--- config.mk ---
export PLATFORM = sky130hd
export DESIGN_NAME = wb_intercon
export DESIGN_NICKNAME = d
export VERILOG_FILES = /design/src/hdl/soc_pkg.sv /design/src/hdl/wb_intercon.sv
export VERILOG_INCLUDE_DIRS = /design/src /design/src/hdl
export SDC_FILE = /design/constraint.sdc
export NUM_CORES = 1
export LEC_CHECK = 0
export BUFFER_PORTS_ARGS = -buffer_cell sky130_fd_sc_hd__buf_4
export CAP_MARGIN = 10
export CORE_AREA = 2 2 138 140
export CTS_BUF_LIST = sky130_fd_sc_hd__clkbuf_8
export CTS_CLUSTER_DIAMETER = 150
export DETAILED_ROUTE_END_ITERATION = 10
export DIE_AREA = 0 0 140 142
export GPL_TIMING_DRIVEN = 0
export SLEW_MARGIN = 20
export SYNTH_ARGS = -nofsm -noshare
export SYNTH_HDL_FRONTEND = slang
export SYNTH_SLANG_ARGS = --single-unit
--- constraint.sdc ---
create_clock -name sys_clk_i -period 1.5 [get_ports sys_clk_i]
set_clock_uncertainty 0.05 [all_clocks]
set_input_delay 0.075 -clock sys_clk_i [delete_from_list [all_inputs] [get_ports sys_clk_i]]
set_output_delay 0.075 -clock sys_clk_i [all_outputs]
set_load 0.02 [all_outputs]
--- src/hdl/soc_settings.svh ---
// --------------------------------------
// Sizes and address map of the subsystem
// Byte addresses on a 32-bit bus, 4 kB per slave region
// --------------------------------------
`ifndef SOC_SETTINGS_SVH
`define SOC_SETTINGS_SVH

// Bus widths
`define SOC_ADDR_W      16
`define SOC_DATA_W      32
`define SOC_SEL_W       4

// Slave select field in the top nibble
`define SOC_SLAVE_MSB   15
`define SOC_SLAVE_LSB   12

// Data memory word index, 1024 words
`define SOC_RAM_ADDR_W  10

// Peripheral sizes
`define SOC_IRQ_W       8
`define SOC_GPIO_W      8

// Slave numbers in the select field
`define SOC_SLV_RAM     4'd0
`define SOC_SLV_PIC     4'd1
`define SOC_SLV_GPIO    4'd2

`endif
--- src/hdl/soc_pkg.sv ---
// --------------------------------------
// Wishbone types shared by the subsystem
// Classic single-cycle handshake only, no bursts and no rty
// --------------------------------------
`include "soc_settings.svh"

package soc_pkg;

    // Slave select field of a byte address
    typedef logic [`SOC_SLAVE_MSB-`SOC_SLAVE_LSB:0] slv_sel_t;

    // Register word index inside a peripheral region
    typedef logic [1:0] reg_idx_t;

    // Master to slave
    typedef struct packed {
        logic [`SOC_ADDR_W-1:0] adr;
        logic [`SOC_DATA_W-1:0] dat;
        logic [`SOC_SEL_W-1:0]  sel;
        logic                   we;
        logic                   cyc;
        logic                   stb;
    } wb_req_t;

    // Slave to master
    typedef struct packed {
        logic [`SOC_DATA_W-1:0] dat;
        logic                   ack;
        logic                   err;
    } wb_rsp_t;

    // Valid bus cycle in progress
    function automatic logic wb_strobe(wb_req_t req);
        return req.cyc & req.stb;
    endfunction

    // Word index from address bits 3:2
    function automatic reg_idx_t wb_reg_idx(wb_req_t req);
        return req.adr[3:2];
    endfunction

endpackage

--- src/hdl/wb_intercon.sv ---
// --------------------------------------
// Single-master Wishbone decoder and response mux
// Select field 3 to 15 answers with err after one cycle
// Master must hold the request until ack or err
// --------------------------------------
`timescale 1ns/1ps
`include "soc_settings.svh"

module wb_intercon (
    input  logic             sys_clk_i,
    input  logic             reset_i,
    input  soc_pkg::wb_req_t m_req_i,
    output soc_pkg::wb_rsp_t m_rsp_o,
    output soc_pkg::wb_req_t ram_req_o,
    output soc_pkg::wb_req_t pic_req_o,
    output soc_pkg::wb_req_t gpio_req_o,
    input  soc_pkg::wb_rsp_t ram_rsp_i,
    input  soc_pkg::wb_rsp_t pic_rsp_i,
    input  soc_pkg::wb_rsp_t gpio_rsp_i
);
    import soc_pkg::*;

    slv_sel_t slv;
    logic     hit_ram;
    logic     hit_pic;
    logic     hit_gpio;
    logic     unmapped;
    logic     err_q;

    // ----------------------------------------
    // Address decode
    // ----------------------------------------
    assign slv      = m_req_i.adr[`SOC_SLAVE_MSB:`SOC_SLAVE_LSB];
    assign hit_ram  = (slv == `SOC_SLV_RAM);
    assign hit_pic  = (slv == `SOC_SLV_PIC);
    assign hit_gpio = (slv == `SOC_SLV_GPIO);
    assign unmapped = ~(hit_ram | hit_pic | hit_gpio);

    // Shared address, data and sel; only cyc and stb are steered
    always_comb begin
        ram_req_o      = m_req_i;
        ram_req_o.cyc  = m_req_i.cyc & hit_ram;
        ram_req_o.stb  = m_req_i.stb & hit_ram;

        pic_req_o      = m_req_i;
        pic_req_o.cyc  = m_req_i.cyc & hit_pic;
        pic_req_o.stb  = m_req_i.stb & hit_pic;

        gpio_req_o     = m_req_i;
        gpio_req_o.cyc = m_req_i.cyc & hit_gpio;
        gpio_req_o.stb = m_req_i.stb & hit_gpio;
    end

    // ----------------------------------------
    // Error responder for unmapped regions
    // ----------------------------------------
    // One-cycle pulse, self-clearing like a slave ack
    always_ff @(posedge sys_clk_i) begin
        if (reset_i) begin
            err_q <= 1'b0;
        end else begin
            err_q <= wb_strobe(m_req_i) & unmapped & ~err_q;
        end
    end

    // ----------------------------------------
    // Response mux
    // ----------------------------------------
    // Address is still held while the response is up
    always_comb begin
        case (slv)
            `SOC_SLV_RAM:  m_rsp_o = ram_rsp_i;
            `SOC_SLV_PIC:  m_rsp_o = pic_rsp_i;
            `SOC_SLV_GPIO: m_rsp_o = gpio_rsp_i;
            default: begin
                // No slave here, data reads as zero
                m_rsp_o     = '0;
                m_rsp_o.err = err_q;
            end
        endcase
    end

endmodule

* Yosys cells after proc, flatten, opt, wreduce, memory -nomap -nowiden
Cells that the tools add are included.
** Operators by class
- Equality and inequality tests :: 2
- Muxes and demuxes :: 1
- Reduce and logical (&&, ||, !) cells :: 1
- Bitwise gates (word level) :: 13
** Operators with widths (count)
- 34-bit case mux with 3 select lines :: 1
- 1-bit AND :: 9
- 4-bit by 1-bit equality test with 1-bit output, second input constant :: 1
- 4-bit by 2-bit equality test with 1-bit output, second input constant :: 1
- 4-bit zero test :: 1
- 1-bit NOT :: 2
- 1-bit bitwise OR :: 2
** Word-level totals
- Register bits :: 1
- Output and inout bits :: 199
- Word-level logic and storage cells :: 18
- Bits of input ports :: 159

* Longest topological paths before layout
- Depth in word-level cells :: 6
- Gate-level depth with buffers :: 5
- Gate-level depth less buffers :: 3

* Least setup slack after synthesis
Ideal clock, no wire load.
- Path kind :: input -> output
- Start point :: input m_req_i[52] (netlist bit)
- End point :: output m_rsp_o[10] (netlist bit)
- Data arrival time :: 1.078 ns
- Path buffers :: 2
- Slack :: 0.297 ns
- Stages on the path :: 5
- Data required time :: 1.375 ns
- Path through :: buf_6 -> nor4b_4 -> buf_6 -> a222oi_1 -> inv_1
** RTL lines
- start: declaration :: RTL line wb_intercon.sv:12 : input soc_pkg::wb_req_t m_req_i,
- end: declaration :: RTL line wb_intercon.sv:13 : output soc_pkg::wb_rsp_t m_rsp_o,

==> results.tsv <==
stage	metric	value	unit
timing	Max Clock Freq	708	MHz
finish	Post-Layout Cell Count	806	
placement	PortBufs	307	
cts	clock latency on the worst-skew pair	0	ns
finish	share of layout cells above drive strength 1	85.8	%
die	Die X	140	um
finish	commonest non-fill, non-tap cell in the layout	buf_4	
timing	RSZ-0062 raised after global routing	yes	
route	DR iter-0 viols	196	
die	Die Ht	142	um
worst_setup_path	crit path launch type	input pin	
finish	Final Cell Area	4610	um^2
finish	Layout area overhead	141	%
synthesis	post-synthesis cell count	254	
timing	final period utilization	94.1	%
timing	setup TNS	0	ns
route	routed vias	2770	
synthesis	Avg Cell Area, Syn	7.52	um^2
synthesis	syn_nets	413	
timing	Max Slew Vio Count	0	
worst_setup_path	Worst Path Buf+Inv	5	
pwr	Pwr per Cell Area	321	nW/um^2
synthesis	post-synthesis sequential area ratio	1.05	%
synthesis	Netlist cell types	17	
timing	worst slew pin tran	0.384	ns
run_status	outcome	complete, but fails checks	
worst_setup_path	reg2reg end	err_q$_SDFF_PP0_	
run_status	failing checks	DRC	
route	wirelength, routed	9.90	mm
hold_path	worst min-delay path class	in2out	
timing	Setup violations, final	0	
timing	Final Hold Vio Count	0	
die	Die Area	19900	um^2
global_routing	Total GRT Usage	8.28	%
finish	final core utilization	25.0	%
placement	Placed Area	4510	um^2
finish	fill cell count	2040	
worst_setup_path	element type at the critical path end	output pin	
worst_setup_path	Crit. Startpoint	m_req_i[51]	
worst_setup_path	delay-heaviest family, CP	buffers and inverters	
worst_setup_path	worst path cell trace	buf_6 -> nor4b_4 -> buf_6 -> buf_8 -> a222oi_1 -> inv_1 -> buf_6	
timing	headroom to the max-slew limit	74.4	%
route	via-per-instance ratio	3.44	
route	Post-route DRC	25	
synthesis	synthesized area	1910	um^2
worst_setup_path	Crit path required time	1.37	ns
worst_setup_path	worst reg2reg startpoint	err_q$_SDFF_PP0_	
global_routing	global-route wire length before repair	13.1	mm
pwr	total power	1.48	mW
pwr	Peak VDD IR	0.114	mV
placement	Placer Congestion	0.721	
die	effective utilization at floorplan	10.3	%
worst_setup_path	r2r worst-path depth	2	
die	site row count	50	
finish	Final #Nets	733	
synthesis	Synth warnings	0	
route	DR pass1 iterations	9	
finish	most flop-heavy register	err_q	
worst_setup_path	stages on the worst setup path	7	
global_routing	antenna violations before repair	0	
finish	most frequent cells in the layout	473 x buf_4, 33 x a222oi_1, 33 x inv_1, 7 x buf_6, 6 x and2_1	
die	core box area	18500	um^2
job	Max Cap Viol	0	
worst_setup_path	CP Class	in2out	
finish	biggest regs	err_q: 1 flops	
worst_setup_path	Most common cell on crit path	buf_6	
route	Routed Antenna Nets	0	
die	Ports	358	
cts	Post-CTS Hold Fix Bufs	0	
timing	post-route minimum period	1.41	ns
placement	Inst Count DP	795	
pwr	Leak	2.81	nW
global_routing	Overflow after GRT	0	
synthesis	Seq cells post-synth	1	
hold_path	WHS Path Cells	2	
placement	post-DP HPWL	8.83	mm
worst_setup_path	slowest CP cell	a222oi_1	
worst_setup_path	R2R Setup Slk	0.71	ns
finish	ant diodes	0	
finish	flip-flop count of the largest register after layout	1	
worst_setup_path	Critical Path End	m_rsp_o[22]	
worst_setup_path	CP Max Fanout	10	
global_routing	largest net degree at the start of global routing	11	
global_routing	vias in the first global route	2479	
route	WL/cell	12.3	um
worst_setup_path	crit-path max cell delay	0.41	ns
worst_setup_path	worst path arrival time	1.29	ns
synth_stat cells (all sizes together):
cell type / number / area (um^2)
nand2: 2 / 7.51
a222oi: 33 / 330
and2: 6 / 37.5
a31oi: 1 / 6.26
nor4b: 2 / 47.6
a21oi: 1 / 5.00
o21ai: 1 / 5.00
buf: 165 / 1250
nor4: 1 / 21.3
clkbuf: 4 / 30.0
and4b: 1 / 10.0
dfxtp: 1 / 20.0
inv: 33 / 124
nor2: 2 / 7.51
a21o: 1 / 8.76
stage by stage:
| step | hold slack (ns) | worst slack, ns |
|---|---|---|
| floorplan | 0.213 | 0.297 |
| global placement | 0.297 | -0.401 |
| detailed placement | 0.298 | -0.397 |
| CTS | 0.298 | 0.00838 |
| global route | 0.299 | -0.00791 |
| finish | 0.297 | 0.0879 |
worst min path at each step:
stage | to | start
2_1_floorplan | gpio_req_o[10] | m_req_i[10]
3_3_place_gp | ram_req_o[29] | m_req_i[29]
3_5_place_dp | ram_req_o[41] | m_req_i[41]
4_1_cts | ram_req_o[41] | m_req_i[41]
5_1_grt | gpio_req_o[39] | m_req_i[39]
6_report | ram_req_o[41] | m_req_i[41]
routing by layer:
layer / vias to the layer above / GRT usage (%) / routed length (um)
li1: 1343 / - / -
met1: 1214 / 8.76 / 3320
met2: 213 / 17.2 / 5460
met3: 0 / 1.82 / 1120
met4: 0 / 0.638 / 0
met5: - / 0 / 0
cells by family after synthesis:
group	count (synthesis)	share of synthesized area, %
AND/OR/NAND/NOR	14	6.88
AO/OA/AOI/OAI	37	18.6
flip-flops	1	1.05
buffers and inverters	202	73.5
what timing repair did:
item                       4_1_cts  5_1_grt
gates resized for setup          0        6
setup buffers                   11        0
pin swaps                        4        3
setup endpoints to repair       39       10
where the power goes:
part / internal, mW / leakage [nW] / switching, mW
registers: 0.0282 / 0.00818 / 0.000361
logic: 0.823 / 2.80 / 0.627
clock network: 0 / 0 / 0
total: 0.851 / 2.81 / 0.627
layout make-up:
cell class | count | area (um^2) | area share [%]
well taps | 234 | 293 | 6.35
flip-flops and latches | 1 | 20.0 | 0.434
plain buffers | 169 | 1280 | 27.9
inverters | 33 | 124 | 2.69
multi-input cells | 51 | 487 | 10.6
repair buffers | 318 | 2400 | 52.1
Power figures use the tool's default switching activity.
