$ cat config.mk
export PLATFORM = sky130hd
export DESIGN_NAME = simple_pic
export DESIGN_NICKNAME = d
export VERILOG_FILES = /design/src/hdl/soc_pkg.sv /design/src/hdl/simple_pic.sv
export VERILOG_INCLUDE_DIRS = /design/src /design/src/hdl
export SDC_FILE = /design/constraint.sdc
export NUM_CORES = 1
export LEC_CHECK = 0
export ABC_AREA = 0
export BUFFER_PORTS_ARGS = -buffer_cell sky130_fd_sc_hd__buf_2
export CORE_UTILIZATION = 44
export DETAILED_ROUTE_END_ITERATION = 12
export PLACE_DENSITY = 0.87
export SLEW_MARGIN = 20
export SYNTH_ARGS = -nofsm -noshare
export SYNTH_HDL_FRONTEND = slang
export SYNTH_SLANG_ARGS = --single-unit
$ cat constraint.sdc
create_clock -name sys_clk_i -period 2.26 [get_ports sys_clk_i]
set_input_delay 0.452 -clock sys_clk_i [delete_from_list [all_inputs] [get_ports sys_clk_i]]
set_output_delay 0.452 -clock sys_clk_i [all_outputs]
set_load 0.005 [all_outputs]
$ cat src/hdl/soc_settings.svh
// --------------------------------------
// Sizes and address map of the subsystem
// Byte addresses on a 32-bit bus, 4 kB per slave region
// --------------------------------------
`ifndef SOC_SETTINGS_SVH
`define SOC_SETTINGS_SVH

// Bus widths
`define SOC_ADDR_W      16
`define SOC_DATA_W      32
`define SOC_SEL_W       4

// Slave select field in the top nibble
`define SOC_SLAVE_MSB   15
`define SOC_SLAVE_LSB   12

// Data memory word index, 1024 words
`define SOC_RAM_ADDR_W  10

// Peripheral sizes
`define SOC_IRQ_W       8
`define SOC_GPIO_W      8

// Slave numbers in the select field
`define SOC_SLV_RAM     4'd0
`define SOC_SLV_PIC     4'd1
`define SOC_SLV_GPIO    4'd2

`endif
$ cat src/hdl/soc_pkg.sv
// --------------------------------------
// Wishbone types shared by the subsystem
// Classic single-cycle handshake only, no bursts and no rty
// --------------------------------------
`include "soc_settings.svh"

package soc_pkg;

    // Slave select field of a byte address
    typedef logic [`SOC_SLAVE_MSB-`SOC_SLAVE_LSB:0] slv_sel_t;

    // Register word index inside a peripheral region
    typedef logic [1:0] reg_idx_t;

    // Master to slave
    typedef struct packed {
        logic [`SOC_ADDR_W-1:0] adr;
        logic [`SOC_DATA_W-1:0] dat;
        logic [`SOC_SEL_W-1:0]  sel;
        logic                   we;
        logic                   cyc;
        logic                   stb;
    } wb_req_t;

    // Slave to master
    typedef struct packed {
        logic [`SOC_DATA_W-1:0] dat;
        logic                   ack;
        logic                   err;
    } wb_rsp_t;

    // Valid bus cycle in progress
    function automatic logic wb_strobe(wb_req_t req);
        return req.cyc & req.stb;
    endfunction

    // Word index from address bits 3:2
    function automatic reg_idx_t wb_reg_idx(wb_req_t req);
        return req.adr[3:2];
    endfunction

endpackage

$ cat src/hdl/simple_pic.sv
// --------------------------------------
// Interrupt controller with sticky pending bits
// Level irq inputs, synchronous to sys_clk_i
// Full-word register writes, sel is not decoded
// --------------------------------------
`timescale 1ns/1ps
`include "soc_settings.svh"

module simple_pic (
    input  logic                  sys_clk_i,
    input  logic                  reset_i,
    input  soc_pkg::wb_req_t      wb_req_i,
    output soc_pkg::wb_rsp_t      wb_rsp_o,
    input  logic [`SOC_IRQ_W-1:0] irq_i,
    output logic                  int_o
);
    import soc_pkg::*;

    // Register map
    localparam reg_idx_t REG_PEND   = 2'd0;
    localparam reg_idx_t REG_MASK   = 2'd1;
    localparam reg_idx_t REG_ACTIVE = 2'd2;

    reg_idx_t               idx;
    logic                   access;
    logic                   wr;
    logic                   ack_q;
    logic [`SOC_IRQ_W-1:0]  pending_q;
    logic [`SOC_IRQ_W-1:0]  mask_q;
    logic [`SOC_IRQ_W-1:0]  clr;
    logic [`SOC_IRQ_W-1:0]  active;
    logic [`SOC_DATA_W-1:0] rd_d;
    logic [`SOC_DATA_W-1:0] rd_q;

    assign idx    = wb_reg_idx(wb_req_i);
    assign access = wb_strobe(wb_req_i) & ~ack_q;
    assign wr     = access & wb_req_i.we;

    // Write 1 to clear pending
    assign clr    = (wr && idx == REG_PEND) ? wb_req_i.dat[`SOC_IRQ_W-1:0] : '0;
    assign active = pending_q & mask_q;
    assign int_o  = |active;

    // Read mux, upper bits zero
    always_comb begin
        rd_d = '0;
        case (idx)
            REG_PEND:   rd_d[`SOC_IRQ_W-1:0] = pending_q;
            REG_MASK:   rd_d[`SOC_IRQ_W-1:0] = mask_q;
            REG_ACTIVE: rd_d[`SOC_IRQ_W-1:0] = active;
            default:    rd_d = '0;
        endcase
    end

    always_ff @(posedge sys_clk_i) begin
        if (reset_i) begin
            ack_q     <= 1'b0;
            pending_q <= '0;
            mask_q    <= '0;
            rd_q      <= '0;
        end else begin
            ack_q     <= access;
            // Set wins over clear in the same cycle
            pending_q <= (pending_q & ~clr) | irq_i;
            if (wr && idx == REG_MASK) begin
                mask_q <= wb_req_i.dat[`SOC_IRQ_W-1:0];
            end
            if (access) begin
                rd_q <= rd_d;
            end
        end
    end

    assign wb_rsp_o.dat = rd_q;
    assign wb_rsp_o.ack = ack_q;
    assign wb_rsp_o.err = 1'b0;

endmodule

[After elaboration in Yosys (flattened, before gate mapping)]
Index checks and enable logic that the tools add are counted.
Word-level totals
  bits in registers: 25
  input bits: 65
  output and inout bits: 35
  word-level logic and storage cells: 20
Operators by class
  eq/ne operators: 2
  multiplexer cells: 2
  bitwise operators: 8
  reductions and logical operators: 4
Operator list (number)
  case mux 8 bit (3 select lines): 1
  bitwise AND 8 bit: 2
  two-way mux 8 bit: 1
  inverter 8 bit: 1
  OR 8 bit: 1
  OR reduction 8 bit: 1
  bitwise AND 1 bit: 3
  equality test 2 x 1 -> 1 bit (second input constant): 1
  equality test 2 bit (second input constant): 1
  logical AND 1 bit: 2
  zero test 2 bit: 1
  inverter 1 bit: 1

[Longest topological paths before layout]
  depth after elaboration: 8
  mapped depth: 5
  depth with buffers taken out: 3

[Worst setup path after synthesis]
Ideal clock, no wire load.
  path kind: input-to-reg
  start: input port wb_req_i[42] (netlist name)
  end: register mask_q[0]
  setup time: 0.072 ns
  arrival: 1.270 ns
  data required time: 2.188 ns
  slack: 0.918 ns
  stages on the path: 5
  buffers on the path: 2
  cell sequence: buf_2 > nor2b_4 > and3_4 > buf_8 > mux2i_1
Between the ends
  longest elaborated chain between the ends: 2
RTL lines
  from (decl): RTL line simple_pic.sv:12  | input soc_pkg::wb_req_t wb_req_i,
  equality test 2 x 1 -> 1 bit: RTL line simple_pic.sv:65  | if (wr && idx == REG_MASK) begin
  logical AND 1 bit: RTL line simple_pic.sv:65
  to (signal assigned): RTL line simple_pic.sv:66  | mask_q <= wb_req_i.dat[`SOC_IRQ_W-1:0];
  to (decl): RTL line simple_pic.sv:29  | logic [`SOC_IRQ_W-1:0] mask_q;
Every way passes these cells.
A chain may end at the register's enable or synchronous reset.

[Worst setup path in the final report]
  start: register pending_q[1]
  end: output port int_o
Between the ends
  longest elaborated chain between the ends: 2
RTL lines
  from (decl): RTL line simple_pic.sv:28  | logic [`SOC_IRQ_W-1:0] pending_q;
  from (signal assigned): RTL line simple_pic.sv:64  | pending_q <= (pending_q & ~clr) | irq_i;
  bitwise AND 8 bit: RTL line simple_pic.sv:41  | assign active = pending_q & mask_q;
  OR reduction 8 bit: RTL line simple_pic.sv:42  | assign int_o = |active;
  to (decl): RTL line simple_pic.sv:15  | output logic int_o
Every way passes these cells.

==> results.py <==
metrics = {
    "run_status": {
        "status": "finished, final reports clean",
    },
    "routing": {
        "wire_per_inst_um": 12.1,
        "firstDrtPassIters": 4,
        "ant_nets": 0,
        "first_iter_violations": 30,
        "drc": 0,
        "wl_um": 2770,
        "via_count": 1111,
        "viasPerCell": 4.83,
    },
    "synth": {
        "ys_types": 21,
        "ys_seq_elements": 25,
        "synth_compound_area_share_pct": 14.7,
        "ys.flop_type": "dfxtp_1",
        "ys_async_sr_fraction_pct": 0,
        "yosysTopAreaCell": "dfxtp_1",
        "ys_seq_area_share_pct": 35.1,
        "synth_commonest_cells": "28 x buf_4, 25 x dfxtp_1, 16 x a311oi_1, 16 x nand2b_1, 16 x nor2_1",
        "yosys.area.top_type_share_pct": 35.1,
        "netlist_area_um2": 1430,
        "synth_adder_area_share_pct": 0,
        "ys_warn_count": 0,
        "synth_edf_count": 0,
        "synth_top_family_by_area": "simple AND/OR/NAND/NOR gates",
        "syn_area_per_cell_um2": 8.91,
        "netlist_instances": 160,
        "muxShareOfSynthArea_pct": 5.62,
        "synth.area.top_cells": "dfxtp_1 35%, buf_4 15%, a311oi_1 9.8%, nand2b_1 7.0%, mux2i_1 5.6%",
        "synth_xor_area_share_pct": 0,
        "synth_most_common_cell": "buf_4",
        "synthSimpleGateAreaFrac_pct": 26.3,
    },
    "worst_hold_path": {
        "min_path_type": "input pin to flip-flop",
        "whs_endpoint": "mask_q[3]",
        "holdPathStages": 3,
        "hp-start": "wb_req_i[10]",
    },
    "job": {
        "drv_cap": 0,
    },
    "global_route": {
        "grt_max_degree": 34,
        "grt_pass1_vias": 953,
        "grt_pass1_wl_um": 4320,
        "use_met3_pct": 4.18,
        "grt-ovfl-total": 0,
        "grt_antenna_before_repair": 0,
        "track_usage_pct": 16.7,
        "use_met2_pct": 29.1,
        "grt.busiest_layer": "met2",
        "met1_usage_pct": 20.9,
    },
    "cells_and_area": {
        "fillCellCount": 310,
        "drive_above_1_share_pct": 21.5,
        "nets": 252,
        "syn_to_final_growth_pct": 6.32,
        "utilization_pct": 49.6,
        "antennaDiodeCount": 0,
        "design_area_um2": 1520,
    },
    "floorplan": {
        "initial_utilization_pct": 46.7,
        "io_pins": 100,
        "fp.dieArea_um2": 3470,
        "dieHeight_um": 58.9,
        "fp-row-count": 20,
        "core_um2": 3050,
        "die_x_um": 58.9,
    },
    "clock_tree": {
        "clockBufferDepth": 2,
        "cts_buffers": 3,
        "cts_resized": 0,
        "cts_tree": "yes",
        "post_cts_buffers": 0,
        "clockRootBuffer": "clkbuf_4",
        "hold_buffers": 0,
        "cts_max_level": 1,
        "clkTransAtPathRegs_ps": 130,
        "cts_num_sinks": 25,
        "clkLatencyLatePin_ps": 320,
    },
    "setup_path": {
        "critPathTopFamily": "flip-flops",
        "cp-start-kind": "flip-flop",
        "crit_fanout": 4,
        "end_kind": "primary output",
        "worst-path-buf-inv": 1,
        "worstPathCellList": "a22oi_1 > nand4_1 > buf_2",
        "timing.rr.end": "mask_q[2]",
        "r2r_start": "ack_q",
        "ff2ff_setup_slack_ps": 940,
        "ff2ff_path_depth": 4,
        "crit_slowest_cell": "dfxtp_1",
        "cp.arrival_ps": 1180,
        "critPathMaxStageDelay_ps": 360,
        "crit_type": "flip-flop to primary output",
        "required_ps": 1810,
    },
    "sta": {
        "setup_tns_ps": 0,
        "period_minus_slack_ps": 1630,
        "hold_viol": 0,
        "fin_skew_ps": 6.92,
        "fmax_ghz": 0.613,
        "setup_viol": 0,
        "holdWs_ps": 388,
        "fin_crit_sh_pct": 72.2,
        "slew_violations": 0,
        "rsz0062_at_grt": "no",
    },
    "power": {
        "vdd_drop_max_v": 0.000275,
        "pwr_density_cell_nw_per_um2": 530,
        "p_switching_mw": 0.215,
        "p_leak_nw": 0.621,
        "p_int_mw": 0.588,
        "clkPwrFrac_pct": 24.5,
        "combPwrFrac_pct": 15.9,
        "seqPwrFrac_pct": 59.6,
        "swShare_pct": 26.8,
    },
    "place": {
        "globalplace.congestion": 0.755,
        "numPortBuffers": 32,
        "hpwl_um": 1950,
        "place_area_um2": 1490,
    },
}
## through the flow
| stage | setup WS (ps) | total power [mW] | instances |
|---|---|---|---|
| floorplan | 918 | 0.601 | 184 |
| global route | 549 | 0.847 | 230 |
| CTS | 619 | 0.810 | 230 |
| global placement | 604 | 0.611 | 226 |
| detailed placement | 508 | 0.616 | 226 |
| finish | 629 | 0.803 | 230 |
## power by group through the flow
stage          Clock, mW  Sequential (mW)  Combinational [mW]
2_1_floorplan          0            0.486               0.115
3_3_place_gp           0            0.487               0.124
3_5_place_dp           0            0.488               0.128
4_1_cts            0.204            0.478               0.128
5_1_grt            0.221            0.481               0.145
6_report           0.197            0.479               0.128
## placed cells by master (no fill, tap or decap)
cell type / count
clkbuf_1: 1
mux2i_1: 8
nor2_4: 1
nand4_1: 1
nor2_1: 16
a311oi_1: 16
nand2b_1: 16
conb_1: 25
nor4b_1: 8
nor2b_4: 1
buf_2: 32
o21ai_0: 8
nand2_1: 8
a22oi_1: 4
nor2b_1: 4
clkbuf_4: 3
and3_4: 1
dfxtp_1: 25
and3b_1: 1
buf_4: 2
and2b_1: 5
## worst register-to-register path: cells and delay by family (launching register included)
kind,cells,cell delay [ps]
flip-flops,1,330
AND/OR/NAND/NOR,2,530
buffers and inverters,1,180
multiplexers,1,220
## worst max-delay path by stage
stage,from,end,slack (ps),depth (start not counted)
finish,pending_q[1],int_o,630,3
global route,pending_q[2],int_o,550,3
CTS,pending_q[1],int_o,620,3
detailed placement,wb_req_i[41],mask_q[2],510,4
global placement,wb_req_i[41],mask_q[1],600,4
floorplan,wb_req_i[42],mask_q[0],920,5
## state kept, by name, summed over array words and instances, names as in the netlist
register	flops
ack_q	1
rd_q	8
mask_q	8
pending_q	8
## final cells by class
cell class	count	area [µm²]	area share, %
multi-input combinational	123	758	50.0
sequential	25	500	33.0
timing repair buffer	34	175	11.6
tap	44	55.1	3.63
clock buffer	4	26.3	1.73
## per-layer routing
layer,routed length [µm],up-vias,share of wire [%]
met5,0,-,0
met4,0,0,0
met3,148,0,5.3
met2,1370,42,49
met1,1250,501,45
li1,-,568,-
## cell families (layout without fill, tap and decap cells)
logic type	after synthesis	in the layout
AOI/OAI and AO/OA	28	28
muxes	8	8
and+or+nand+nor	62	62
other	1	25
buffers and inverters	36	38
DFF	25	25
Note: power is estimated with default switching activity, not from simulation.
