==> config.mk <==
export PLATFORM = sky130hd
export DESIGN_NAME = simple_gpio
export DESIGN_NICKNAME = d
export VERILOG_FILES = /design/src/hdl/soc_pkg.sv /design/src/hdl/simple_gpio.sv
export VERILOG_INCLUDE_DIRS = /design/src /design/src/hdl
export SDC_FILE = /design/constraint.sdc
export NUM_CORES = 1
export LEC_CHECK = 0
export ABC_AREA = 1
export ABC_CLOCK_PERIOD_IN_PS = 2500
export BUFFER_PORTS_ARGS = -buffer_cell sky130_fd_sc_hd__buf_2
export CELL_PAD_IN_SITES_DETAIL_PLACEMENT = 2
export CELL_PAD_IN_SITES_GLOBAL_PLACEMENT = 2
export CORE_MARGIN = 2
export CORE_UTILIZATION = 23
export CTS_CLUSTER_DIAMETER = 150
export DETAILED_ROUTE_END_ITERATION = 10
export PLACE_DENSITY_LB_ADDON = 0.1
export SLEW_MARGIN = 20
export SYNTH_ARGS = -nofsm -noshare
export SYNTH_HDL_FRONTEND = slang
export SYNTH_SLANG_ARGS = --single-unit
==> constraint.sdc <==
create_clock -name sys_clk_i -period 2.5 [get_ports sys_clk_i]
set_input_delay 0.125 -clock sys_clk_i [delete_from_list [all_inputs] [get_ports sys_clk_i]]
set_output_delay 0.125 -clock sys_clk_i [all_outputs]
set_load 0.05 [all_outputs]
==> src/hdl/soc_settings.svh <==
// --------------------------------------
// Sizes and address map of the subsystem
// Byte addresses on a 32-bit bus, 4 kB per slave region
// --------------------------------------
`ifndef SOC_SETTINGS_SVH
`define SOC_SETTINGS_SVH

// Bus widths
`define SOC_ADDR_W      16
`define SOC_DATA_W      32
`define SOC_SEL_W       4

// Slave select field in the top nibble
`define SOC_SLAVE_MSB   15
`define SOC_SLAVE_LSB   12

// Data memory word index, 1024 words
`define SOC_RAM_ADDR_W  10

// Peripheral sizes
`define SOC_IRQ_W       8
`define SOC_GPIO_W      8

// Slave numbers in the select field
`define SOC_SLV_RAM     4'd0
`define SOC_SLV_PIC     4'd1
`define SOC_SLV_GPIO    4'd2

`endif
==> src/hdl/soc_pkg.sv <==
// --------------------------------------
// Wishbone types shared by the subsystem
// Classic single-cycle handshake only, no bursts and no rty
// --------------------------------------
`include "soc_settings.svh"

package soc_pkg;

    // Slave select field of a byte address
    typedef logic [`SOC_SLAVE_MSB-`SOC_SLAVE_LSB:0] slv_sel_t;

    // Register word index inside a peripheral region
    typedef logic [1:0] reg_idx_t;

    // Master to slave
    typedef struct packed {
        logic [`SOC_ADDR_W-1:0] adr;
        logic [`SOC_DATA_W-1:0] dat;
        logic [`SOC_SEL_W-1:0]  sel;
        logic                   we;
        logic                   cyc;
        logic                   stb;
    } wb_req_t;

    // Slave to master
    typedef struct packed {
        logic [`SOC_DATA_W-1:0] dat;
        logic                   ack;
        logic                   err;
    } wb_rsp_t;

    // Valid bus cycle in progress
    function automatic logic wb_strobe(wb_req_t req);
        return req.cyc & req.stb;
    endfunction

    // Word index from address bits 3:2
    function automatic reg_idx_t wb_reg_idx(wb_req_t req);
        return req.adr[3:2];
    endfunction

endpackage

==> src/hdl/simple_gpio.sv <==
// --------------------------------------
// GPIO with separate in, out and enable pins
// gpio_i is asynchronous, two flops before the bus
// Full-word register writes, sel is not decoded
// --------------------------------------
`timescale 1ns/1ps
`include "soc_settings.svh"

module simple_gpio (
    input  logic                   sys_clk_i,
    input  logic                   reset_i,
    input  soc_pkg::wb_req_t       wb_req_i,
    output soc_pkg::wb_rsp_t       wb_rsp_o,
    input  logic [`SOC_GPIO_W-1:0] gpio_i,
    output logic [`SOC_GPIO_W-1:0] gpio_o,
    output logic [`SOC_GPIO_W-1:0] gpio_oe_o
);
    import soc_pkg::*;

    // Register map, index 3 reads zero
    localparam reg_idx_t REG_OUT = 2'd0;
    localparam reg_idx_t REG_DIR = 2'd1;
    localparam reg_idx_t REG_IN  = 2'd2;

    reg_idx_t               idx;
    logic                   access;
    logic                   wr;
    logic                   ack_q;
    logic [`SOC_GPIO_W-1:0] out_q;
    logic [`SOC_GPIO_W-1:0] dir_q;
    logic [`SOC_GPIO_W-1:0] sync1_q;
    logic [`SOC_GPIO_W-1:0] sync2_q;
    logic [`SOC_DATA_W-1:0] rd_d;
    logic [`SOC_DATA_W-1:0] rd_q;

    assign idx    = wb_reg_idx(wb_req_i);
    assign access = wb_strobe(wb_req_i) & ~ack_q;
    assign wr     = access & wb_req_i.we;

    always_comb begin
        rd_d = '0;
        case (idx)
            REG_OUT: rd_d[`SOC_GPIO_W-1:0] = out_q;
            REG_DIR: rd_d[`SOC_GPIO_W-1:0] = dir_q;
            REG_IN:  rd_d[`SOC_GPIO_W-1:0] = sync2_q;
            default: rd_d = '0;
        endcase
    end

    always_ff @(posedge sys_clk_i) begin
        if (reset_i) begin
            ack_q   <= 1'b0;
            out_q   <= '0;
            dir_q   <= '0;
            sync1_q <= '0;
            sync2_q <= '0;
            rd_q    <= '0;
        end else begin
            ack_q   <= access;
            // Input synchroniser
            sync1_q <= gpio_i;
            sync2_q <= sync1_q;
            if (wr && idx == REG_OUT) begin
                out_q <= wb_req_i.dat[`SOC_GPIO_W-1:0];
            end
            if (wr && idx == REG_DIR) begin
                dir_q <= wb_req_i.dat[`SOC_GPIO_W-1:0];
            end
            if (access) begin
                rd_q <= rd_d;
            end
        end
    end

    // Direction bit 1 drives the pin
    assign gpio_o    = out_q;
    assign gpio_oe_o = dir_q;

    assign wb_rsp_o.dat = rd_q;
    assign wb_rsp_o.ack = ack_q;
    assign wb_rsp_o.err = 1'b0;

endmodule

# ---- Yosys cells after proc, flatten, opt, wreduce, memory -nomap -nowiden
# Index checks and enable logic that the tools add are counted.
dict set report classes {
  eq_ne 2
  n_mux 1
  bitwise 4
  reduce_logical 3
}
# cell n
set ops {}
lappend ops {{$pmux 8 s3} 1}
lappend ops {{$and 1x1->1} 3}
lappend ops {{$eq 2x1->1 const B} 1}
lappend ops {{$eq 2x2->1 const B} 1}
lappend ops {{$logic_and 1x1->1} 2}
lappend ops {{$logic_not 2->1} 1}
lappend ops {{$not 1->1} 1}
dict set report word_totals {
  ff_bits 41
  input_bits 65
  output_inout_bits 50
  elab_cells 16
}

# ---- Logic depth before layout (Yosys ltp)
# Gate-level depths: netlist of run 1.
dict set report logic_depth {
  word_depth 4
  depth_mapped 7
  depth_no_buf 6
}

# ---- Worst setup path before layout of run 1
# No wires, ideal clock.
dict set report synth_timing {
  path_type {register to register}
  startpoint {register ack_q}
  endpoint {register out_q[0], in the netlist gpio_o[0]}
  setup_ns 0.065
  arrival_ns 1.018
  required_ns 2.435
  path_slack_ns 1.417
  stages_incl_launch_ff 7
  n_path_buf 1
  synth_period_minus_slack_ns 1.083
  cell_sequence {dfxtp_1 > inv_1 > nand3_1 > buf_2 > nor3_4 > nor2_1 > nor2_1}
}
dict set report synth_between {
  elab_chain_cells 4
}
# item line
set synth_lines {}
lappend synth_lines {{start: declaration} simple_gpio.sv:28} ;# logic ack_q;
lappend synth_lines {{start signal: assignment} simple_gpio.sv:59} ;# ack_q <= access;
lappend synth_lines {{$not 1->1} simple_gpio.sv:37} ;# assign access = wb_strobe(wb_req_i) & ~ack_q;
lappend synth_lines {{$and 1x1->1} simple_gpio.sv:37}
lappend synth_lines {{$and 1x1->1} simple_gpio.sv:38} ;# assign wr = access & wb_req_i.we;
lappend synth_lines {{$logic_and 1x1->1} simple_gpio.sv:63} ;# if (wr && idx == REG_OUT) begin
lappend synth_lines {{end signal: assignment} simple_gpio.sv:64} ;# out_q <= wb_req_i.dat[`SOC_GPIO_W-1:0];
lappend synth_lines {{end: declaration} simple_gpio.sv:29} ;# logic [`SOC_GPIO_W-1:0] out_q;
# No other way between the ends.
# A chain may end at the register's enable or synchronous reset.

# ---- Worst setup path after layout of run 1
dict set report layout_timing {
  startpoint {register ack_q}
  endpoint {register out_q[7], in the netlist gpio_o[7]}
}
# Same word-level chain as after synthesis.

==> impl_results.md, run 1 <==
- Outcome: finished clean
- Hold Crit Class: in -> reg
- Crit. End Element: flip-flop
- Min Tclk post-route: 1.63 ns
- CTS root buffer: clkbuf_8
- First-pass GRT wire length: 8000 um
- Clock group share of total power: ~34%
- Clk buf depth: 2
- Post-Synth Adder-Cell Area: 0%
- Combinational power share: between 10% and 20%
- Post-CTS Resized: 0
- Unrepaired setup endpoints after global routing: false
- Fin nets: 361
- Clk_skew: 0.00524 ns
- Synth Area in Compound Gates: about 2.1%
- Maximum clock frequency: 612 MHz
- Seq/Total Area, Yosys: 43.9%
- Worst-path clk slew: 0.08 ns
- Worst EP required: 2.74 ns
- Sw Share: a little under a third
- Tcrit/Tclk final: 65.3%
- Vias: 1656
- R2r setup slk: 0.87 ns
- GP Congestion: 0.660
- R2R cell count: 5
- GR Overflow Total: 0
- Most frequent cells after synthesis: nor2_1 (49), dfxtp_1 (41), nand2_1 (41)
- Reg-to-reg startpoint: ack_q
- Slew @ Worst Pin: 0.640 ns
- Clk sinks: 41
- Syn Inst Count: 255
- Slew Viols, Final: 0
- Post-route ant nets: 0
- Top cell type's share of synthesized area: 43.9%
- Drt first-iter violations: 20
- Pleak: between 0.001 and 0.0015 uW
- Clock latency on the worst-skew pair: 0.29 ns
- Power Density: 633 mW/mm2
- Synth unique cells: 18
- Cell Area, Synth: roughly 0.0019 mm2
- Asr flop ratio synth: 0%
- Setup TNS: 0 ns
- Die Ht: 94.2 um
- Warnings from Yosys: 0
- DP HPWL: 3710 um
- Worst Setup Path Type: reg -> reg
- DRC: 0
- Hold Startpoint: gpio_i[6]
- I/O pins: 115
- Area after DPL: roughly 0.0021 mm2
- Final Cell Area: 0.00216 mm2
- Crit path from: ack_q
- Layout cells sized above 1: 22.2%
- Slew HR: 57.2%
- Critical path peak fanout: 11
- Largest family of logic cells by synthesized area: simple AND/OR/NAND/NOR gates
- EDFF count, synth: 0
- Top-count cell post-synth: nor2_1
- CTS tree: built
- CTS Hold Bufs: 0
- Count of final hold-check violations: 0
- CTS H-tree depth: 2
- Rows: 32
- CP Capture Point: gpio_o[7]
- Synth Area in XOR/XNOR: 0%
- Seq cells post-synth: 41
- Syn Area/Cell: about 7.3 um2
- Total of max-cap violations: 0
- Pin count of the biggest net entering global routing: 27
- 1st-pass router iterations: 4
- CTS Buf Count: 5
- Sequential Power Share: 49.7%
- Gr usage total: 11.9%
- I/O Buffers: between 40 and 50
- Area leader, netlist: dfxtp_1
- Max VDD drop: 0.225 mV
- # setup viols final: 0
- Setup crit start kind: flip-flop
- Fraction of synthesized area in multiplexers: 0%
- Post-synth top flop: dfxtp_1
- Synth area leaders: dfxtp_1 (44%), buf_4 (11%), nor2_1 (9.8%)
- Total Die Area: 0.00887 mm2
- Vias in the first global route: between 1.5k and 2k
- Diode count: 0
- CP Data Arrival Time: 1.87 ns
- Pint: between 900 and 1000 uW
- Post-Synth Simple-Gate Area: 33.4%
- Core ar.: 0.00781 mm2
- Via/cell ratio: 4.15
- Initial antenna violation count: 0
- Starting Density: 24.0%
- FF-to-FF End: gpio_o[7]
- Total detailed-routing wirelength: 4930 um
- Die W: 94.2 um
- Post-CTS setup buffer count: 0
- WL/cell: approximately 12 um
- Area Growth Syn to Fin: 15.6%
- Net Switching: approximately 440 uW
-- cells in the final DEF, fill, tap and decap left out --
cell type	Yosys	final
dfxtp_1	41	41
buf_4	27	1
nand4_1	16	16
nor3_4	2	2
clkbuf_8	0	6
nand2_1	41	41
conb_1	1	25
nor2_1	49	49
nor2_2	1	1
clkinv_2	0	1
inv_2	5	5
a21oi_1	8	8
inv_1	26	26
clkinv_4	0	1
nand3_1	25	25
nand2_4	1	1
buf_2	5	47
nor2_4	1	1
-- worst max-delay path, cell delays in order, from the launching register on --
cell     delay (ns)
dfxtp_1        0.34
inv_1          0.06
nand3_1        0.44
nor3_4         0.56
nor2_1         0.09
nor2_1         0.09
-- cells by family (layout without fill, tap and decap cells) --
| logic type | count (synthesis) | in the layout |
|---|---|---|
| DFF | 41 | 41 |
| buffers and inverters | 69 | 87 |
| and+or+nand+nor | 136 | 136 |
| other | 1 | 25 |
| AOI/OAI and AO/OA | 8 | 8 |
-- through the flow --
step	cells	util, %	power, uW	setup WS [ns]	hold WS, ns
2_1_floorplan	279	-	907	1.42	0.232
3_3_place_gp	391	26.5	916	0.869	0.324
3_5_place_dp	391	26.5	918	0.818	0.336
4_1_cts	399	27.7	1400	0.761	0.0179
5_1_grt	399	27.7	1450	0.661	0.0262
6_report	399	27.7	1370	0.867	0.0295
-- power groups by stage --
stage / Combinational [uW] / Sequential [uW] / Clock, uW
3_3_place_gp: 220 / 696 / 0
6_report: 220 / 680 / 469
2_1_floorplan: 191 / 716 / 0
5_1_grt: 240 / 682 / 523
4_1_cts: 223 / 680 / 499
3_5_place_dp: 222 / 696 / 0
-- area by class of cell --
class | instances | area [um2]
Fill cell | 980 | 5650
Sequential cell | 41 | 821
Multi-Input combinational cell | 169 | 758
Timing Repair Buffer | 48 | 243
Tap cell | 102 | 128
Inverter | 31 | 116
Clock buffer | 6 | 82.6
Clock inverter | 2 | 13.8
-- how the worst min path moves through the flow --
stage / cells after the start / slack [ns] / endpoint
4_1_cts: 3 / 0.02 / sync1_q[6]
3_5_place_dp: 3 / 0.34 / sync1_q[6]
6_report: 3 / 0.03 / sync1_q[6]
3_3_place_gp: 3 / 0.32 / sync1_q[6]
2_1_floorplan: 2 / 0.23 / sync1_q[0]
5_1_grt: 3 / 0.03 / sync1_q[3]
-- metal layers --
metal | GRT usage (%) | up-vias | wire, um
met3 | 3.13 | 5 | 239
met5 | 0 | - | 0
met1 | 14.1 | 789 | 2170
met4 | 4.35 | 0 | 69
li1 | - | 821 | -
met2 | 20.5 | 41 | 2450
-- registers in the layout, summed over array words and instances (netlist names) --
name / cells
sync2_q: 8
gpio_oe_o: 8
rd_q: 8
ack_q: 1
gpio_o: 8
sync1_q: 8
No activity file was read; power rests on OpenSTA's default activity.
==> run 2: changes to the inputs <==
--- a/config.mk
+++ b/config.mk
@@ -6,13 +6,13 @@
 export SDC_FILE = /design/constraint.sdc
 export NUM_CORES = 1
 export LEC_CHECK = 0
-export ABC_AREA = 1
-export ABC_CLOCK_PERIOD_IN_PS = 2500
+export ABC_AREA = 0
+export ABC_CLOCK_PERIOD_IN_PS = 1400
 export BUFFER_PORTS_ARGS = -buffer_cell sky130_fd_sc_hd__buf_2
 export CELL_PAD_IN_SITES_DETAIL_PLACEMENT = 2
 export CELL_PAD_IN_SITES_GLOBAL_PLACEMENT = 2
 export CORE_MARGIN = 2
-export CORE_UTILIZATION = 23
+export CORE_UTILIZATION = 21
 export CTS_CLUSTER_DIAMETER = 150
 export DETAILED_ROUTE_END_ITERATION = 10
 export PLACE_DENSITY_LB_ADDON = 0.1
==> constraint.sdc (replaced) <==
create_clock -name sys_clk_i -period 1.4 [get_ports sys_clk_i]
set_input_delay 0.07 -clock sys_clk_i [delete_from_list [all_inputs] [get_ports sys_clk_i]]
set_output_delay 0.07 -clock sys_clk_i [all_outputs]
set_load 0.05 [all_outputs]
==> run 2 against run 1 <==
- sequential share of layout area down 2.5 points
- clock skew about the same
- total power up 79%
- register-to-register slack worse by 0.83 ns
- cell count down 16%
- combinational power up 72%
- sequential power up 78%
- synthesized cell count down 35%
- via count down 20%
- die area up 3.8%
- hold slack worse by 0.028 ns
- largest cell class is now multi-input combinational cells
==> impl_results.md, run 2 <==
- CTS tree: built
- Asr flop ratio synth: 0% (unchanged)
- Synth unique cells: 20 (+2)
- Synth area leaders: dfxtp_1 (46%), buf_4 (11%), mux2i_1 (9.0%)
- Clk buf depth: 2 (unchanged)
- CP Cell Sequence: nand3b_4, buf_12, nor4b_4, buf_4, mux2i_1
- Starting Density: 21.6% (-2.4 points)
- Hold WS: 0.00178 ns (-0.0277 ns)
- Vias in the first global route: 1448 (-13%)
- CTS H-tree depth: 2 (unchanged)
- Area after DPL: 0.00211 mm2 (+2.1%)
- Clk sinks: 41 (unchanged)
- Count of final hold-check violations: 0 (unchanged)
- Post-route ant nets: 0 (unchanged)
- Seq cells post-synth: 41 (unchanged)
- Tcrit/Tclk final: 97.1% (+32 points)
- # fillers: 911 (-7.0%)
- Storage element area: 822 um2 (+0.15%)
- Clk_skew: 0.00541 ns (+0.000179 ns)
- Slowest CP cell: dfxtp_2
- Top-count cell post-synth: dfxtp_1
- Maximum clock frequency: 736 MHz (+20%)
- Total of max-cap violations: 0 (unchanged)
- Setup crit start kind: flip-flop
- Layout cells sized above 1: 36.5% (+14 points)
- CTS root buffer: clkbuf_8
- Worst-path clk slew: 0.08 ns (about the same)
- Vias: 1333 (-20%)
- Unrepaired setup endpoints after global routing: true
- Drt first-iter violations: 28 (+40%)
- Most frequent cells after synthesis: dfxtp_1 (41), buf_4 (26), nand2b_1 (24)
- Top cell type's share of synthesized area: 46.2% (+2.4 points)
- WL/cell: 14.2 um (+15%)
- Area Growth Syn to Fin: 30.7%
- Power Density: 1060 mW/mm2 (+67%)
- Total Die Area: 0.00921 mm2 (+3.8%)
- Diode count: 0 (unchanged)
- Total detailed-routing wirelength: 4770 um (-3.2%)
- Slew Viols, Final: 0 (unchanged)
- Seq/Total Area, Yosys: 46.2% (+2.4 points)
- Most common cell after layout, fill and taps aside: buf_2
- Layout Utilization: 28.2% (+0.55 points)
- Largest stage delay on the critical path: 0.32 ns (-0.24 ns)
- CTS Buf Count: 5 (unchanged)
- 1st-pass router iterations: 4 (unchanged)
- Min Tclk post-route: 1.36 ns (-0.274 ns)
- Gr usage total: 11.1% (-0.81 points)
- Cell Area, Synth: 0.00178 mm2 (-5.1%)
- First-pass GRT wire length: 7610 um (-4.9%)
- Crit. End Element: flip-flop
- Most frequent cells in the layout: buf_2 (47), dfxtp_1 (40), conb_1 (25)
- Area leader, netlist: dfxtp_1
- Die W: 96.0 um (+1.9%)
- Final Cell Area: 0.00232 mm2 (+7.3%)
- GP Congestion: 0.637 (-3.5%)
- Pin count of the biggest net entering global routing: 26 (-3.7%)
- CP Data Arrival Time: 1.57 ns (-0.30 ns)
- DP HPWL: 3560 um (-4.0%)
- Area of the multi-input gates: 831 um2 (+9.6%)
- Die Ht: 96.0 um (+1.9%)
- Hold Crit Class: in -> reg
- EDFF count, synth: 0 (unchanged)
- Post-synth top flop: dfxtp_1
- I/O pins: 115 (unchanged)
- Critical path peak fanout: 5 (-6)
- Initial antenna violation count: 0 (unchanged)
- # setup viols final: 0 (unchanged)
- Core ar.: 0.00822 mm2 (+5.2%)
- Fin nets: 294 (-19%)
- Max VDD drop: 0.305 mV (+35%)
- DRC: 0 (unchanged)
- Syn Area/Cell: 10.8 um2 (+47%)
- Rows: 33 (+3.1%)
- GR Overflow Total: 0 (unchanged)
- I/O Buffers: 47 (unchanged)
- Worst Setup Path Type: reg -> reg
- Syn Inst Count: 165 (-35%)
- Via/cell ratio: 3.98 (-4.1%)
- Setup TNS: 0 ns (unchanged)
- Worst EP required: 1.62 ns (-1.12 ns)
- Outcome: finished clean
- Clock latency on the worst-skew pair: 0.29 ns (about the same)
- Pleak: 0.00104 uW (-3.9%)
- Warnings from Yosys: 0 (unchanged)
-- run 2: changes by cell type in the layout (fill, tap and decap cells not counted), sizes merged, moves of 13 or more --
cell	delta
nor2	-49
nand3	-25
buf	+13
mux2i	+16
nand2b	+24
inv	-31
nor2b	+16
nand2	-42
nand4	-16
-- run 2: worst paths after layout --
kind,from,endpoint,slack (ns),cells after the start
setup reg to reg,ack_q,gpio_o[6],0.04,5
hold reg to reg,sync1_q[0],sync2_q[0],0.44,1
setup / recovery,ack_q,gpio_o[6],0.04,5
hold / removal,gpio_i[4],sync1_q[4],0.002,2
-- run 2: final cells by class --
| class | count | area share (%) |
|---|---|---|
| Sequential cell | 41 | 35.4 |
| Timing Repair Buffer | 68 | 18.8 |
| Clock inverter | 1 | 0.216 |
| Tap cell | 105 | 5.66 |
| Clock buffer | 7 | 4.15 |
| Multi-Input combinational cell | 113 | 35.8 |
-- run 2: cells by family (layout without fill, tap and decap cells) --
group	Yosys count	after routing	share of synthesized area [%]
compound gates	16	16	7.33
buf+inv	35	76	13.1
flops	41	41	46.2
mux	24	24	14.1
other cells	1	25	0.211
simple gates	48	48	19.0
-- run 2: critical path: cells and delay by family, from the launching register on --
kind,cells,cell delay (ns)
buf+inv,2,0.33
flops,1,0.32
simple gates,2,0.43
mux,1,0.20
-- run 2: layer usage --
layer  global-route usage, %  vias up  wire, um
met5                       0        -         0
met4                    3.57        0        58
met3                    2.82        6       263
met2                    20.0       50      2470
met1                    12.7      645      1980
li1                        -      632         -
-- run 2: repair_timing --
item / in CTS / in global routing
setup buffers: 2 / 1
hold buffers: 7 / 0
resized for setup: 6 / 1
pin swaps: 1 / 1
hold endpoints to repair: 7 / 0
endpoints found under the setup margin: 5 / 6
-- run 2: where the power goes --
part / switching (uW) / internal (uW) / total, uW
Clock: 419 / 446 / 865
Sequential: 10.6 / 1190 / 1210
Combinational: 265 / 113 / 378
-- run 2: per-stage QoR --
| step | power [uW] | worst slack (ns) | cells |
|---|---|---|---|
| detailed placement | 1590 | -0.0720 | 318 |
| floorplan | 1550 | 0.0582 | 189 |
| global route | 2570 | -0.0339 | 335 |
| global placement | 1580 | 0.00635 | 318 |
| finish | 2450 | 0.0412 | 335 |
| CTS | 2500 | -0.00826 | 335 |
